[src/hdl/pe_cfg_pkg.sv]
// ==============================
// run sizes for one PE slice. taps must be 1..pad_depth and outs at least 1
// ==============================

package pe_cfg_pkg;

    // ==============================
    // global buffer
    // ==============================
    localparam int gb_aw    = 8;            // 256 words
    localparam int gb_depth = 1 << gb_aw;

    // ==============================
    // scratch pads
    // ==============================
    localparam int pad_depth = 12;
    localparam int pad_aw    = $clog2(pad_depth + 1);  // holds pointers and counts up to 12

    typedef logic [pad_aw-1:0] pad_ptr_t;

    // ==============================
    // run counters
    // ==============================
    localparam int tap_w  = 4;              // taps per window
    localparam int out_w  = 6;              // windows per run
    localparam int fill_w = out_w + tap_w;  // ifmap words per run

    typedef logic [fill_w-1:0] fill_t;

    // run configuration, latched on start
    typedef struct packed {
        logic [gb_aw-1:0] if_base;  // first ifmap word
        logic [gb_aw-1:0] w_base;   // first weight word
        logic [tap_w-1:0] taps;     // filter row length
        logic [out_w-1:0] outs;     // psums per run
    } pe_cfg_t;

endpackage
[src/hdl/pe_data_pkg.sv]
// ==============================
// payloads between buffer, pads and MAC
// weights take the low byte of a buffer word
// ==============================

package pe_data_pkg;

    // ==============================
    // widths
    // ==============================
    localparam int pix_w  = 16;
    localparam int wt_w   = 8;
    localparam int psum_w = 32;

    // ==============================
    // pad heads
    // ==============================
    // zero sits in the lsb, set as the word enters the pad
    typedef struct packed {
        logic signed [pix_w-1:0] data;
        logic                    zero;
    } if_pix_t;

    typedef logic signed [wt_w-1:0]   wt_t;
    typedef logic signed [psum_w-1:0] psum_t;

    // ==============================
    // global buffer ports
    // ==============================
    typedef struct packed {
        logic [pe_cfg_pkg::gb_aw-1:0] addr;
        logic [pix_w-1:0]             data;
    } gb_wr_t;

    typedef struct packed {
        logic [pe_cfg_pkg::gb_aw-1:0] addr;
    } gb_req_t;

    typedef struct packed {
        logic [pix_w-1:0] data;
    } gb_rsp_t;

endpackage

[src/hdl/spad_fetch.sv]
// ==============================
// pad of pad_depth entries, refilled from the global buffer
// REPLAY=1 expects i_fill equal to i_replay_len and keeps every entry
// ==============================
`timescale 1ns/1ps

module spad_fetch #(
    parameter type payload_t = pe_data_pkg::if_pix_t,
    parameter bit  REPLAY    = 1'b0
) (
    input  logic                                          i_clk,
    input  logic                                          i_rstn,
    input  logic                                          i_start,
    input  pe_data_pkg::gb_req_t                          i_base,
    input  logic [pe_cfg_pkg::out_w+pe_cfg_pkg::tap_w-1:0] i_fill,
    input  logic [pe_cfg_pkg::tap_w-1:0]                  i_replay_len,
    output logic                                          o_req_valid,
    output pe_data_pkg::gb_req_t                          o_req,
    input  logic                                          i_grant,
    input  logic                                          i_rsp_valid,
    input  pe_data_pkg::gb_rsp_t                          i_rsp,
    output logic                                          o_valid,
    output payload_t                                      o_head,
    input  logic                                          i_ready
);

    payload_t pad_mem [pe_cfg_pkg::pad_depth];
    payload_t wr_word;

    pe_cfg_pkg::fill_t    rem_q;        // words still to request
    pe_data_pkg::gb_req_t addr_q;
    pe_cfg_pkg::pad_ptr_t free_q;       // entries not yet reserved
    pe_cfg_pkg::pad_ptr_t occ_q;        // entries written
    pe_cfg_pkg::pad_ptr_t wr_ptr_q;
    pe_cfg_pkg::pad_ptr_t rd_ptr_q;
    pe_cfg_pkg::pad_ptr_t rd_lim;
    logic [pe_cfg_pkg::tap_w-1:0] len_q;

    logic xfer;
    logic free_ret;

    // ==============================
    // response to payload
    // ==============================
    generate
        if ($bits(payload_t) == pe_data_pkg::pix_w + 1) begin : g_zero
            assign wr_word = payload_t'({i_rsp.data, i_rsp.data == '0});
        end else begin : g_plain
            assign wr_word = payload_t'(i_rsp.data[$bits(payload_t)-1:0]);  // low bits only
        end
    endgenerate

    // requests only when a slot is reserved for the answer
    assign o_req_valid = (rem_q != '0) && (free_q != '0);
    assign o_req       = addr_q;

    assign o_valid  = REPLAY ? (occ_q > rd_ptr_q) : (occ_q != '0);
    assign o_head   = pad_mem[rd_ptr_q];
    assign xfer     = o_valid && i_ready;
    assign free_ret = xfer && !REPLAY;      // replayed entries stay put

    assign rd_lim = REPLAY ? pe_cfg_pkg::pad_ptr_t'(len_q - 1'b1)
                           : pe_cfg_pkg::pad_ptr_t'(pe_cfg_pkg::pad_depth - 1);

    always_ff @(posedge i_clk or negedge i_rstn) begin
        if (!i_rstn) begin
            rem_q    <= '0;
            addr_q   <= '0;
            free_q   <= '0;
            occ_q    <= '0;
            wr_ptr_q <= '0;
            rd_ptr_q <= '0;
            len_q    <= '0;
        end else if (i_start) begin
            rem_q    <= i_fill;
            addr_q   <= i_base;
            free_q   <= pe_cfg_pkg::pad_ptr_t'(pe_cfg_pkg::pad_depth);
            occ_q    <= '0;
            wr_ptr_q <= '0;
            rd_ptr_q <= '0;
            len_q    <= i_replay_len;
        end else begin
            if (i_grant) begin
                rem_q       <= rem_q - 1'b1;
                addr_q.addr <= addr_q.addr + 1'b1;
            end
            free_q <= free_q - pe_cfg_pkg::pad_ptr_t'(i_grant)
                             + pe_cfg_pkg::pad_ptr_t'(free_ret);
            occ_q  <= occ_q + pe_cfg_pkg::pad_ptr_t'(i_rsp_valid)
                            - pe_cfg_pkg::pad_ptr_t'(free_ret);
            if (i_rsp_valid) begin
                wr_ptr_q <= (wr_ptr_q == pe_cfg_pkg::pad_ptr_t'(pe_cfg_pkg::pad_depth - 1))
                            ? '0 : wr_ptr_q + 1'b1;
            end
            if (xfer) begin
                rd_ptr_q <= (rd_ptr_q == rd_lim) ? '0 : rd_ptr_q + 1'b1;
            end
        end
    end

    // entry storage
    always_ff @(posedge i_clk) begin
        if (i_rsp_valid) begin
            pad_mem[wr_ptr_q] <= wr_word;
        end
    end

endmodule

[config.mk]
export PLATFORM = sky130hd
export DESIGN_NAME = spad_fetch
export DESIGN_NICKNAME = d
export VERILOG_FILES = /design/src/hdl/pe_cfg_pkg.sv /design/src/hdl/pe_data_pkg.sv /design/src/hdl/spad_fetch.sv
export SDC_FILE = /design/constraint.sdc
export NUM_CORES = 1
export LEC_CHECK = 0
export BUFFER_PORTS_ARGS = -buffer_cell sky130_fd_sc_hd__buf_2
export CORE_MARGIN = 3
export CORE_UTILIZATION = 45
export CTS_CLUSTER_DIAMETER = 120
export DETAILED_ROUTE_END_ITERATION = 7
export SLEW_MARGIN = 20
export SYNTH_ARGS = -nofsm -noshare
export SYNTH_HDL_FRONTEND = slang
export SYNTH_SLANG_ARGS = --single-unit
[constraint.sdc]
create_clock -name i_clk -period 5.5 [get_ports i_clk]
set_input_delay 0.275 -clock i_clk [delete_from_list [all_inputs] [get_ports i_clk]]
set_output_delay 0.275 -clock i_clk [all_outputs]
set_load 0.01 [all_outputs]
==> flow_metrics.py <==
metrics = {
    "cells_and_area": {
        "post-route-util_pct": 54.2,
        "n_antenna_cell": 0,
        "instances_no_fill": 996,
        "layout.nets": 769,
        "area_delta_synth_final_pct": 16.6,
        "regArea_sq_um": 6980,
        "multiInputGateArea_sq_um": 2740,
        "final_layout_size_suffix_gt1_share_pct": 24.7,
        "fillers": 1677,
    },
    "hold_path": {
        "whs_path_depth": 3,
        "min_from": "i_ready",
        "hold_end": "rd_ptr_q[1]",
        "min-delay-path-class": "input port to register",
    },
    "job": {
        "maxCapViolations": 0,
    },
    "setup_path": {
        "setup.worst_path.end_class": "output port",
        "rr_endpoint": "occ_q[2]",
        "regToRegSetupSlack_ps": 2840,
        "timing.rr.start": "occ_q[2]",
        "worstPathMaxFanout": 17,
        "cp.arrival_ps": 3210,
        "ff2ff_path_depth": 11,
        "critical_path.startpoint_type": "register",
        "worstPathRequired_ps": 5220,
        "crit_type": "register to output port",
    },
    "timing": {
        "setup_total_negative_slack_ps": 0,
        "finalMaxSlewViolations": 0,
        "fin_skew_ps": 7.01,
        "fmax_mhz": 287,
        "fin_crit_sh_pct": 63.4,
        "final-hold-violation-count": 0,
        "rsz0062_at_grt": "no",
        "tightestPinTransition_ps": 1100,
        "min_period_ps": 3490,
        "maxSlewHeadroom_pct": 26.5,
        "finalSetupViolations": 0,
    },
    "clock_network": {
        "cts_hold_buf": 19,
        "clock_latency_ps": 500,
        "cts_root_buf": "clkbuf_16",
        "clkSlewWorstSetupHoldPaths_ps": 60,
        "postCtsSetupRepairBufs": 0,
        "htree_num_levels": 1,
        "postCtsResizedCells": 0,
        "clockBufferDepth": 3,
        "cts_sinks": 238,
        "cts_tree": "done",
        "cts_buffers": 24,
    },
    "floorplan": {
        "start_util_pct": 46.5,
        "fp-row-count": 53,
        "die_area_sq_um": 23800,
        "die_h_microns": 154,
        "core_sq_um": 21300,
        "die_w_microns": 154,
        "pin_count": 71,
    },
    "synthesis": {
        "netlist.top_cell.by_area": "edfxtp_1",
        "synth.distinct_cells": 39,
        "synth_area_leaders": "edfxtp_1, dfrtp_1, mux2_2",
        "ys_top_cells_by_count": "edfxtp_1, nand2_1, mux2i_1",
        "async_flop_share_pct": 14.3,
        "yosys.area.top_type_share_pct": 61.9,
        "synth-seq-area-share_pct": 70.5,
        "synth_ff_type": "edfxtp_1",
        "ys_ff_latch": 238,
        "netlist_area_sq_um": 9900,
        "syn_nets": 678,
        "syn_avg_cell_area_sq_um": 16.1,
        "synth.most_common_cell": "edfxtp_1",
        "synth_edf_count": 204,
        "synthCells": 614,
        "ys.warnings.count": 0,
    },
    "placement": {
        "port_buffers": 66,
        "dp.cells": 934,
        "gp_congestion": 0.757,
        "hpwlAfterDp_mm": 12.3,
    },
    "grt": {
        "antenna_found_initial": 0,
        "grt_pass1_wl_mm": 32.5,
        "grt_start_max_net_pins": 74,
        "grt_pass1_vias": 5796,
        "grt_util_met3_pct": 2.55,
        "grt_use_met2_pct": 30.5,
        "grt_util_all_layers_pct": 17.6,
        "use_met1_pct": 24.0,
        "overflow": 0,
        "grt-busiest-layer": "met2",
    },
    "routing": {
        "first_pass_iters": 5,
        "via_count": 5516,
        "wl_per_cell_microns": 20.9,
        "initialDrtViolationCount": 491,
        "routed_via_density": 5.54,
        "drc_errors": 0,
        "ant_nets": 0,
        "routed_wl_mm": 20.9,
    },
    "power": {
        "total_power_uw": 4410,
        "p_per_area_nw_per_um2": 382,
        "ir_drop_v": 0.000235,
        "leakage_uw": 0.00399,
    },
    "run_status": {
        "outcome": "completed",
    },
}
==> metrics by stage <==
step | hold WS (ps) | cell area (sq um) | setup slack (ps)
final | 73.4 | 11500 | 2010
after global routing | 68.7 | 11500 | 1850
after CTS | 46.3 | 11500 | 1960
after detailed placement | 401 | 10500 | 2510
after global placement | 388 | 10500 | 2520
after floorplan | -20.6 | 9900 | 3040
==> layout by cell type, fill, tap and decap left out, drive strengths merged, types with 19 or more instances in the layout <==
master	instances
inv	19
mux2i	39
buf	78
clkbuf	37
edfxtp	204
dlygate4sd3	19
nand2	50
o21ai	36
dfrtp	34
mux2	36
==> per-layer routing <==
layer,wire [microns],vias up
met1,9330,2826
li1,-,2537
met3,975,21
met5,0,-
met4,259,0
met2,10300,132
==> report_power, final <==
group          leakage, uW  internal, uW  switching, uW
clock             0.000376           964            627
sequential         0.00228          2030           63.7
combinational      0.00134           325            405
==> state kept, by name (all words and copies together) (netlist names) <==
| signal | flops |
|---|---|
| free_q | 4 |
| o_req | 8 |
| rem_q | 10 |
| pad_mem | 204 |
| rd_ptr_q | 4 |
| occ_q | 4 |
| wr_ptr_q | 4 |
==> how the worst max path moves through the flow <==
| stage | startpoint | endpoint | slack [ps] | cells after the start |
|---|---|---|---|---|
| global route | rd_ptr_q[0] | o_head[7] | 1850 | 4 |
| finish | rd_ptr_q[0] | o_head[7] | 2010 | 4 |
| detailed placement | rd_ptr_q[0] | o_head[7] | 2510 | 4 |
| CTS | rd_ptr_q[0] | o_head[7] | 1960 | 4 |
| floorplan | wr_ptr_q[0] | pad_mem[8][0] | 3040 | 4 |
| global placement | rd_ptr_q[0] | o_head[7] | 2520 | 4 |
==> worst max-delay path: stages, from the launching register on <==
cell      delay [ps]
dfrtp_1          850
nand2b_1         940
o221ai_1         300
o21ai_0          400
buf_2            220
==> kinds of logic (layout without fill, tap and decap cells) <==
| family | count (synthesis) | in the layout | synth area share (%) |
|---|---|---|---|
| fa+ha+maj | 20 | 20 | 2.68 |
| mux | 92 | 92 | 11.9 |
| compound gates | 82 | 82 | 5.39 |
| xor+xnor | 20 | 20 | 1.77 |
| buf+inv | 51 | 158 | 2.30 |
| simple gates | 111 | 111 | 5.45 |
| flops | 238 | 238 | 70.5 |
==> final cells by class <==
cell class,count,area share (%)
Timing Repair Buffer,97,5.47
Clock buffer,37,6.07
Inverter,19,0.618
Clock inverter,5,0.629
Sequential cell,238,60.5
Multi-Input combinational cell,325,23.7
Tap cell,275,2.98
No activity file was read; power rests on OpenSTA's default activity.
