[src/hdl/pe_cfg_pkg.sv]
// ==============================
// run sizes for one PE slice. taps must be 1..pad_depth and outs at least 1
// ==============================

package pe_cfg_pkg;

    // ==============================
    // global buffer
    // ==============================
    localparam int gb_aw    = 8;            // 256 words
    localparam int gb_depth = 1 << gb_aw;

    // ==============================
    // scratch pads
    // ==============================
    localparam int pad_depth = 12;
    localparam int pad_aw    = $clog2(pad_depth + 1);  // holds pointers and counts up to 12

    typedef logic [pad_aw-1:0] pad_ptr_t;

    // ==============================
    // run counters
    // ==============================
    localparam int tap_w  = 4;              // taps per window
    localparam int out_w  = 6;              // windows per run
    localparam int fill_w = out_w + tap_w;  // ifmap words per run

    typedef logic [fill_w-1:0] fill_t;

    // run configuration, latched on start
    typedef struct packed {
        logic [gb_aw-1:0] if_base;  // first ifmap word
        logic [gb_aw-1:0] w_base;   // first weight word
        logic [tap_w-1:0] taps;     // filter row length
        logic [out_w-1:0] outs;     // psums per run
    } pe_cfg_t;

endpackage
[src/hdl/pe_data_pkg.sv]
// ==============================
// payloads between buffer, pads and MAC
// weights take the low byte of a buffer word
// ==============================

package pe_data_pkg;

    // ==============================
    // widths
    // ==============================
    localparam int pix_w  = 16;
    localparam int wt_w   = 8;
    localparam int psum_w = 32;

    // ==============================
    // pad heads
    // ==============================
    // zero sits in the lsb, set as the word enters the pad
    typedef struct packed {
        logic signed [pix_w-1:0] data;
        logic                    zero;
    } if_pix_t;

    typedef logic signed [wt_w-1:0]   wt_t;
    typedef logic signed [psum_w-1:0] psum_t;

    // ==============================
    // global buffer ports
    // ==============================
    typedef struct packed {
        logic [pe_cfg_pkg::gb_aw-1:0] addr;
        logic [pix_w-1:0]             data;
    } gb_wr_t;

    typedef struct packed {
        logic [pe_cfg_pkg::gb_aw-1:0] addr;
    } gb_req_t;

    typedef struct packed {
        logic [pix_w-1:0] data;
    } gb_rsp_t;

endpackage

[src/hdl/pe_mac.sv]
// ==============================
// one pixel and one weight per cycle, both taken together
// a pending psum blocks further taps until accepted
// ==============================
`timescale 1ns/1ps

module pe_mac (
    input  logic                          i_clk,
    input  logic                          i_rstn,
    input  logic                          i_start,
    input  logic [pe_cfg_pkg::tap_w-1:0]  i_taps,
    input  logic [pe_cfg_pkg::out_w-1:0]  i_outs,
    input  logic                          i_if_valid,
    input  pe_data_pkg::if_pix_t          i_if,
    output logic                          o_if_ready,
    input  logic                          i_wt_valid,
    input  pe_data_pkg::wt_t              i_wt,
    output logic                          o_wt_ready,
    output logic                          o_psum_valid,
    output pe_data_pkg::psum_t            o_psum,
    input  logic                          i_psum_ready,
    output logic                          o_busy,
    output logic                          o_done
);

    logic [pe_cfg_pkg::tap_w-1:0] taps_q, tap_cnt;
    logic [pe_cfg_pkg::out_w-1:0] outs_q, out_cnt;   // out_cnt counts psums produced
    pe_data_pkg::psum_t acc_q, acc_nxt, prod_ext;
    logic signed [pe_data_pkg::pix_w+pe_data_pkg::wt_w-1:0] prod;

    logic take, mac_en, last_tap, accept;

    assign take       = o_busy && !o_psum_valid && i_if_valid && i_wt_valid;
    assign o_if_ready = take;
    assign o_wt_ready = take;
    assign mac_en     = take && !i_if.zero;     // zero pixel skips the multiply

    assign prod     = mac_en ? $signed(i_if.data) * i_wt : 'sd0;    // both arms signed
    assign prod_ext = prod;                     // sign extended
    assign acc_nxt  = ((tap_cnt == '0) ? '0 : acc_q) + prod_ext;
    assign last_tap = (tap_cnt == taps_q - 1'b1);
    assign accept   = o_psum_valid && i_psum_ready;

    always_ff @(posedge i_clk or negedge i_rstn) begin
        if (!i_rstn) begin
            taps_q       <= '0;
            outs_q       <= '0;
            tap_cnt      <= '0;
            out_cnt      <= '0;
            acc_q        <= '0;
            o_psum       <= '0;
            o_psum_valid <= 1'b0;
            o_busy       <= 1'b0;
            o_done       <= 1'b0;
        end else begin
            o_done <= 1'b0;
            if (i_start) begin
                taps_q       <= i_taps;
                outs_q       <= i_outs;
                tap_cnt      <= '0;
                out_cnt      <= '0;
                o_psum_valid <= 1'b0;
                o_busy       <= 1'b1;
            end else begin
                if (take) begin
                    acc_q <= acc_nxt;
                    if (last_tap) begin
                        o_psum       <= acc_nxt;    // window closed
                        o_psum_valid <= 1'b1;
                        tap_cnt      <= '0;
                        out_cnt      <= out_cnt + 1'b1;
                    end else begin
                        tap_cnt <= tap_cnt + 1'b1;
                    end
                end
                if (accept) begin
                    o_psum_valid <= 1'b0;
                    if (out_cnt == outs_q) begin
                        o_busy <= 1'b0;
                        o_done <= 1'b1;
                    end
                end
            end
        end
    end

endmodule

[config.mk]
export PLATFORM = sky130hd
export DESIGN_NAME = pe_mac
export DESIGN_NICKNAME = d
export VERILOG_FILES = /design/src/hdl/pe_cfg_pkg.sv /design/src/hdl/pe_data_pkg.sv /design/src/hdl/pe_mac.sv
export SDC_FILE = /design/constraint.sdc
export NUM_CORES = 1
export LEC_CHECK = 0
export BUFFER_PORTS_ARGS = -buffer_cell sky130_fd_sc_hd__buf_2
export CORE_UTILIZATION = 54
export DETAILED_ROUTE_END_ITERATION = 12
export MAX_ROUTING_LAYER = met4
export PLACE_DENSITY = 0.73
export SLEW_MARGIN = 20
export SYNTH_ARGS = -nofsm -noshare
export SYNTH_HDL_FRONTEND = slang
export SYNTH_SLANG_ARGS = --single-unit
[constraint.sdc]
create_clock -name i_clk -period 4.8 [get_ports i_clk]
set_clock_uncertainty 0.1 [all_clocks]
set_input_delay 0.96 -clock i_clk [delete_from_list [all_inputs] [get_ports i_clk]]
set_output_delay 0.96 -clock i_clk [all_outputs]
set_load 0.02 [all_outputs]
==> results of run 1 <==
routing by layer:
| metal | GRT usage (%) | up-vias |
|---|---|---|
| li1 | - | 4148 |
| met1 | 36.6 | 4429 |
| met2 | 46.7 | 323 |
| met3 | 3.44 | 88 |
| met4 | 8.79 | 0 |
| met5 | - | - |
cell usage after synthesis, drive strengths merged, types with 4 or more instances:
cell type	n
nand2	171
inv	154
fa	104
and2	92
dfrtp	87
ha	80
nor2	76
o21ai	44
a21oi	38
nor2b	37
xnor2	34
xor2	29
clkbuf	24
a21o	23
mux2	23
nor3	12
nand3	10
a211oi	8
nand2b	6
and3	5
nand4	5
o21bai	5
or3	5
buf	4
o21a	4
or2	4
state kept, by name (all words and copies together) (netlist names):
signal	cells
o_busy	1
taps_q	4
o_psum_valid	1
outs_q	6
tap_cnt	4
out_cnt	6
acc_q	32
o_done	1
o_psum	32
worst paths after layout:
kind / from / to / cells after the start
setup / recovery: i_wt[2] / o_psum[31] / 27
hold / removal: acc_q[24] / acc_q[24] / 2
setup reg to reg: o_psum_valid / o_psum[30] / 18
hold reg to reg: acc_q[24] / acc_q[24] / 2
max in group asynchronous: i_rstn / acc_q[0] / 2
min in group asynchronous: i_rstn / o_psum[4] / 1
logic make-up after synthesis:
group                      Yosys count
and+or+nand+nor                    433
adders and majority gates          184
buffers and inverters              182
AOI/OAI and AO/OA                  150
DFF                                 87
xor gates and xnor gates            63
muxes                               24
worst register-to-register path: cells and delay by family, from the launching register on:
kind	cells	cell delay [ps]
mux	1	270
xor+xnor	1	160
simple gates	3	810
compound gates	6	970
flops	1	400
buf+inv	6	1030
fa+ha+maj	1	300
report_power, final:
group          total [mW]  internal (mW)  leakage, nW  switching (mW)
Sequential          0.941          0.863         1.18          0.0777
Clock               0.669          0.358        0.134           0.311
Combinational        4.66           2.28         5.76            2.38
Total                6.27           3.50         7.07            2.77
cell type report:
class,count,area share (%)
clock buffers,10,1.65
clock inverters,6,0.371
inverters,154,4.20
multi-input cells,854,59.6
flip-flops and latches,87,15.7
well taps,229,2.07
repair buffers,301,16.4
timing repair:
action | CTS | global route
cloned | 0 | 1
pin swaps | 36 | 114
resized for setup | 71 | 149
endpoints found under the setup margin | 52 | 52
setup buffers | 10 | 32
per-stage QoR:
stage	cells	power [mW]	area, um2	setup WS, ps
final	1641	6.27	13800	-2380
after global routing	1641	6.70	13800	-2580
after CTS	1613	5.65	12900	-2140
after detailed placement	1587	4.63	12200	-2720
after global placement	1587	4.56	12200	-2590
after floorplan	1123	3.45	10300	-2210
==> flow_summary.json, run 1 <==
{
  "core_area_mm2": 0.0180,
  "cts_tree": "done",
  "critical_path_arrival_ps": 7340,
  "syn_area_mm2": 0.00987,
  "firstDrtPassIters": 5,
  "wl_per_cell_um": 17.1,
  "status": "finished with violations",
  "htree_levels": 3,
  "syn_to_final_growth_pct": 40.3,
  "synth_ff_type": "dfrtp_1",
  "ys_types": 68,
  "crit_buf_inv": 5,
  "setup_slack_ps": -2380,
  "synth-simple-area-share_pct": 21.4,
  "drt_iter0_drc": 398,
  "mostFrequentLayoutCell": "buf_4",
  "ir_drop_mv": 0.281,
  "io_pins": 78,
  "synthAdderAreaFrac_pct": 31.2,
  "tns_ps": -82330,
  "fin_crit_sh_pct": 150,
  "die_area_mm2": 0.0188,
  "synth_area_leaders": "dfrtp_1, fa_1, ha_1",
  "cts.sinks": 87,
  "setup_viol": 48,
  "yosysWarnings": 0,
  "synth-seq-area-share_pct": 22.1,
  "final_hold_viol_count": 0,
  "crit_path_max_fanout": 9,
  "drtAntennaViolNets": 0,
  "antennaDiodeCount": 0,
  "grt_usage_pct": 28.4,
  "ys_ff_latch": 87,
  "synth_top_area_cell": "dfrtp_1",
  "viasPerCell": 5.48,
  "ctsHoldBuffers": 0,
  "synth_compound_area_share_pct": 9.98,
  "wl_mm": 28.1,
  "worst_pin_slew_ps": 1040,
  "clk_path_buf_depth": 2,
  "wl_met1_mm": 11.5,
  "rrSetupSlack_ps": 640,
  "hold_path_class": "flip-flop to flip-flop",
  "finalMaxSlewViolations": 0,
  "drive_gt1_share_pct": 38.0,
  "multi_input_area_mm2": 0.00825,
  "hold_slack_ps": 358,
  "start_util_pct": 54.9,
  "fp-row-count": 49,
  "drv_cap": 0,
  "met3_length_mm": 1.45,
  "finalNetCount": 1632,
  "cp-end-kind": "flip-flop",
  "synth-async-reset-ratio_pct": 100,
  "grt_pass1_wl_mm": 40.9,
  "gp_congestion": 0.919,
  "ff_latch_area_mm2": 0.00218,
  "synth_top_family_by_area": "adder cells",
  "critPathLaunchType": "input port",
  "synthMuxAreaShare_pct": 2.73,
  "grt_max_degree": 59,
  "num_vias": 8988,
  "grt_pass1_vias": 8710,
  "final_cell_mix": "buf_4, nand2_1, inv_1",
  "overflow": 0,
  "yosys.area.top_type_share_pct": 22.1,
  "final_util_pct": 77.1,
  "met2_length_mm": 14.2,
  "cp.required_ps": 4960,
  "cellPowerDensity_mw_per_mm2": 453,
  "drc": 0,
  "yosys.area_share.xor_xnor_pct": 5.59,
  "syn_inst": 1123,
  "antenna_found_initial": 0,
  "cp_top_family": "adder cells",
  "place.port_buffers": 77,
  "cpMostUsedCell": "fa_1",
  "root_buffer": "clkbuf_16",
  "synth_edf_count": 0,
  "hpwl_mm": 18.9,
  "clkTransAtPathRegs_ps": 60,
  "min_period_ps": 7180,
  "fillers": 1130,
  "die_y_um": 137,
  "path_class": "input port to flip-flop",
  "timing.fmax_mhz": 139,
  "clock_latency_ps": 350,
  "cp_slowest_cell": "fa_1",
  "violations": "negative setup slack",
  "top_layer_used": "met4",
  "cts_buffers": 9,
  "chipWidth_um": 137,
  "critPathMaxStageDelay_ps": 570,
  "grt_setup_unrepaired": "yes",
  "slew_headroom_pct": 30.4,
  "syn-num-nets": 1348,
  "leakage_nw": 7.07,
  "synth.avg_cell_area_um2": 8.79
}
Note: power is estimated with default switching activity, not from simulation.
==> inputs of run 2 (changes only) <==
Settings changed: RECOVER_POWER set to 25.
==> run 2 against run 1 <==
Compared with the run above:
- the run ends with max-capacitance violations, max-slew violations, negative setup slack left
- critical path depth unchanged
- sequential share of layout area about the same
- power decreased by 0.15%
- core utilization about the same
- critical endpoint unchanged
- largest cell class unchanged
==> flow_summary.json, run 2 (synthesis gave the netlist of run 1 again) <==
{
  "die_y_um": 137,
  "setup_viol": 48,
  "gp_congestion": 0.919,
  "hpwl_mm": 18.9,
  "drt_iter0_drc": 406,
  "slew_headroom_pct": -111,
  "final_cell_mix": "buf_4, nand2_1, inv_1",
  "leakage_nw": 7.06,
  "drc": 0,
  "r2r-end": "o_psum[30]",
  "worst_pin_slew_ps": 3170,
  "drv_cap": 1,
  "min_period_ps": 7170,
  "wl_met1_mm": 11.6,
  "die_area_mm2": 0.0188,
  "place.port_buffers": 77,
  "cellPowerDensity_mw_per_mm2": 452,
  "drive_gt1_share_pct": 37.8,
  "mostFrequentLayoutCell": "buf_4",
  "start_util_pct": 54.9,
  "chipWidth_um": 137,
  "hold_path_depth": 2,
  "grt_setup_unrepaired": "yes",
  "antenna_found_initial": 0,
  "clk_path_buf_depth": 2,
  "core_area_mm2": 0.0180,
  "setup_slack_ps": -2370,
  "htree_levels": 3,
  "grt_pass1_vias": 8710,
  "reg_top3": "acc_q (32), o_psum (32)",
  "antennaDiodeCount": 0,
  "min_from": "acc_q[24]",
  "status": "finished with violations",
  "met3_length_mm": 1.30,
  "num_vias": 8908,
  "cp.required_ps": 4960,
  "drtAntennaViolNets": 0,
  "fp-row-count": 49,
  "ir_drop_mv": 0.280,
  "critPathLaunchType": "input port",
  "grt_max_degree": 59,
  "critical_path_arrival_ps": 7340,
  "wl_mm": 28.0,
  "syn_to_final_growth_pct": 40.3,
  "io_pins": 78,
  "grt_usage_pct": 28.4,
  "clock_latency_ps": 350,
  "pre_cts_ws_ps": -2720,
  "cts.sinks": 87,
  "met2_length_mm": 14.2,
  "cp-end-kind": "flip-flop",
  "grt_pass1_wl_mm": 40.9,
  "violations": "max-capacitance violations, max-slew violations, negative setup slack",
  "final_hold_viol_count": 0,
  "viasPerCell": 5.43,
  "root_buffer": "clkbuf_16",
  "path_class": "input port to flip-flop",
  "hold_path_class": "flip-flop to flip-flop",
  "clkTransAtPathRegs_ps": 60,
  "fin_crit_sh_pct": 149,
  "timing.fmax_mhz": 139,
  "final_util_pct": 77.0,
  "cts_buffers": 9,
  "overflow": 0,
  "rrSetupSlack_ps": 630,
  "cts_tree": "done",
  "wl_per_cell_um": 17.0,
  "top_layer_used": "met4",
  "finalMaxSlewViolations": 59,
  "reg2reg_from": "o_psum_valid",
  "finalNetCount": 1632,
  "crit_path_max_fanout": 5,
  "holdPathEnd": "acc_q[24]",
  "firstDrtPassIters": 5,
  "r2r_cells": 18,
  "ctsHoldBuffers": 0
}
## run 2: cell types whose count changed in the layout (fill, tap and decap cells not counted)
cell / previous run / this run
buf_2: 64 / 63
clkbuf_1: 1 / 3
buf_4: 200 / 199
## run 2: what timing repair did
item | 4_1_cts | 5_1_grt
pin swaps | 36 | 114
cloned | 0 | 1
resized for setup | 71 | 149
endpoints found under the setup margin | 52 | 52
setup buffers | 10 | 32
## run 2: area by class of cell
| class | instances | area, um2 |
|---|---|---|
| multi-input combinational | 854 | 8250 |
| clock inverter | 6 | 51.3 |
| timing repair buffer | 301 | 2260 |
| sequential | 87 | 2180 |
| clock buffer | 10 | 229 |
| fill | 1130 | 4120 |
| tap | 229 | 287 |
| inverter | 154 | 582 |
## run 2: worst max-delay path by stage
stage / start / endpoint / slack, ps / depth (start not counted)
final: i_wt[7] / o_psum[31] / -2370 / 27
after global placement: i_wt[7] / o_psum[31] / -2590 / 28
after CTS: i_wt[7] / o_psum[31] / -2140 / 27
after floorplan: i_wt[5] / o_psum[31] / -2210 / 25
after detailed placement: i_wt[7] / o_psum[31] / -2720 / 28
after global routing: i_wt[7] / o_psum[30] / -2580 / 32
## run 2: through the flow
step / cell area (um2) / hold WS [ps] / setup TNS, ps / std cells / total power [mW]
2_1_floorplan: 10300 / 338 / -62440 / 1123 / 3.45
3_3_place_gp: 12200 / 347 / -95480 / 1587 / 4.56
3_5_place_dp: 12200 / 355 / -96350 / 1587 / 4.63
4_1_cts: 12900 / 369 / -71260 / 1613 / 5.65
5_1_grt: 13800 / 380 / -91390 / 1641 / 6.70
6_report: 13800 / 358 / -82070 / 1641 / 6.26
## run 2: where the power goes
| part | internal (mW) | switching (mW) | total, mW | leakage [nW] |
|---|---|---|---|---|
| Sequential | 0.863 | 0.0777 | 0.941 | 1.18 |
| Clock | 0.358 | 0.309 | 0.667 | 0.134 |
| Combinational | 2.28 | 2.38 | 4.65 | 5.75 |
## run 2: worst max-delay path, cell delays in order
cell,delay (ps)
buf_8,80
clkinvlp_4,130
clkbuf_16,190
nor2_2,120
fa_1,440
fa_1,510
fa_1,520
inv_1,70
fa_1,530
inv_1,60
ha_4,290
nand2_2,90
nor3_4,190
a2111oi_4,110
buf_4,170
o311ai_4,350
xnor2_1,160
nor2_1,60
ha_1,300
and3_4,210
nand2_2,60
or4b_4,520
a211o_1,310
o211ai_2,200
a21oi_2,120
or3b_1,390
a31oi_1,190
## run 2: routing by layer
metal / track usage, % / vias up
met2: 46.7 / 292
met3: 3.44 / 92
li1: - / 4148
met1: 36.6 / 4376
met5: - / -
met4: 8.79 / 0
==> inputs of run 3 (changes only) <==
Settings changed: PLACE_DENSITY 0.73 to 0.83.
==> run 3 against run 2 <==
Compared with the run above:
- the flow still finishes with violations (max-capacitance violations, max-slew violations, negative setup slack)
- fmax down 4.9%
- clock power grew 12%
- flip-flop and latch count is the same
- largest power group unchanged
==> flow_summary.json, run 3 (synthesis gave the netlist of run 1 again) <==
{
  "antennaDiodeCount": 0,
  "finalMaxSlewViolations": 58,
  "antenna_found_initial": 0,
  "root_buffer": "clkbuf_16",
  "cp_slowest_cell": "fa_1",
  "setup_slack_ps": -2740,
  "num_vias": 10600,
  "drive_gt1_share_pct": 41.0,
  "violations": "max-capacitance violations, max-slew violations, negative setup slack",
  "cellPowerDensity_mw_per_mm2": 500,
  "viasPerCell": 6.40,
  "gp_congestion": 0.863,
  "start_util_pct": 54.9,
  "grt_setup_unrepaired": "yes",
  "ctsHoldBuffers": 0,
  "p_seq_share_pct": 13.5,
  "htree_levels": 3,
  "drtAntennaViolNets": 0,
  "final_hold_viol_count": 0,
  "clk_path_buf_depth": 2,
  "hpwl_mm": 19.7,
  "min_period_ps": 7540,
  "finalNetCount": 1646,
  "cpMostUsedCell": "fa_1",
  "cts_buffers": 9,
  "core_area_mm2": 0.0180,
  "grt_max_degree": 58,
  "wl_per_cell_um": 24.1,
  "r2r_cells": 19,
  "crit_path_max_fanout": 6,
  "cp.required_ps": 4980,
  "overflow": 0,
  "p_int_mw": 3.77,
  "drt_iter0_drc": 1297,
  "swShare_pct": 46.8,
  "reg_top3": "acc_q (32), o_psum (32)",
  "p_clk_share_pct": 10.5,
  "die_area_mm2": 0.0188,
  "pre_cts_ws_ps": -2720,
  "die_y_um": 137,
  "syn_to_final_growth_pct": 43.7,
  "io_pins": 78,
  "critPathLaunchType": "input port",
  "firstDrtPassIters": 6,
  "cts.sinks": 87,
  "setup_viol": 50,
  "cts_tree": "done",
  "hold_path_depth": 2,
  "fin_crit_sh_pct": 157,
  "final_util_pct": 78.9,
  "critPathMaxStageDelay_ps": 550,
  "final_cell_mix": "buf_4, nand2_1, inv_1",
  "wl_mm": 39.9,
  "path_class": "input port to flip-flop",
  "status": "finished with violations",
  "finalInstanceArea_mm2": 0.0142,
  "hold_path_class": "flip-flop to flip-flop",
  "timing.fmax_mhz": 133,
  "finalNonFillerCells": 1655,
  "combPwrFrac_pct": 76.0,
  "fin_total_pwr_mw": 7.09,
  "mostFrequentLayoutCell": "buf_4",
  "chipWidth_um": 137,
  "critical_path_arrival_ps": 7720,
  "hold_slack_ps": 376,
  "grt_pass1_wl_mm": 48.9,
  "p_sw_mw": 3.32,
  "leakage_nw": 7.20,
  "grt_pass1_vias": 10200,
  "place.port_buffers": 77,
  "clkTransAtPathRegs_ps": 70,
  "post_dp_cell_area_mm2": 0.0122,
  "clock_latency_ps": 370,
  "drc": 0,
  "drv_cap": 1,
  "cp-end-kind": "flip-flop",
  "ir_drop_mv": 0.388,
  "fp-row-count": 49,
  "worst_pin_slew_ps": 3380,
  "slew_headroom_pct": -125,
  "tns_ps": -101610,
  "place_inst": 1594,
  "grt_usage_pct": 34.8
}
[run 3: cell types whose count changed in the layout (fill, tap and decap cells not counted), sizes merged]
cell	delta
clkinv	+2
bufinv	+1
clkbuf	+1
buf	+14
inv	-3
clkinvlp	-1
[run 3: final timing paths]
kind / from / end / slack, ps
worst max-delay path: i_wt[7] / o_psum[31] / -2740
worst min-delay path: acc_q[18] / acc_q[18] / 380
worst max register to register: o_psum_valid / acc_q[26] / -150
worst min register to register: acc_q[18] / acc_q[18] / 380
max in group asynchronous: i_rstn / taps_q[1] / 1050
min in group asynchronous: i_rstn / acc_q[0] / 1620
[run 3: what timing repair did]
action / in CTS / in global routing
pin swaps: 49 / 103
buffers inserted: 15 / 33
gates resized for setup: 106 / 183
cloned: 0 / 1
setup endpoints to repair: 52 / 54
[run 3: area by class of cell]
cell class | count | area [um2]
multi-input combinational | 854 | 8420
fill | 854 | 3790
timing repair buffer | 315 | 2410
sequential | 87 | 2180
inverter | 154 | 582
tap | 229 | 287
clock buffer | 11 | 243
clock inverter | 5 | 57.6
[run 3: worst max-delay path: cells and delay by family]
kind	cells	cell delay, ps
adder cells (fa/ha/maj)	6	2670
buffers and inverters	8	1110
AND/OR/NAND/NOR	5	900
AO/OA/AOI/OAI	9	1800
multiplexers	1	250
[run 3: per-layer routing]
metal | up-vias | routed length, um | track usage, %
met3 | 427 | 4060 | 6.19
li1 | 4163 | - | -
met4 | 0 | 4080 | 20.9
met2 | 911 | 18500 | 59.2
met1 | 5098 | 13200 | 37.9
met5 | - | 0 | -
[run 3: power by group through the flow]
stage	clock network, mW	registers (mW)	logic, mW
2_1_floorplan	0	0.970	2.48
3_3_place_gp	0	0.934	3.65
3_5_place_dp	0	0.943	3.80
4_1_cts	0.719	0.933	4.20
5_1_grt	0.762	0.967	5.65
6_report	0.744	0.958	5.39
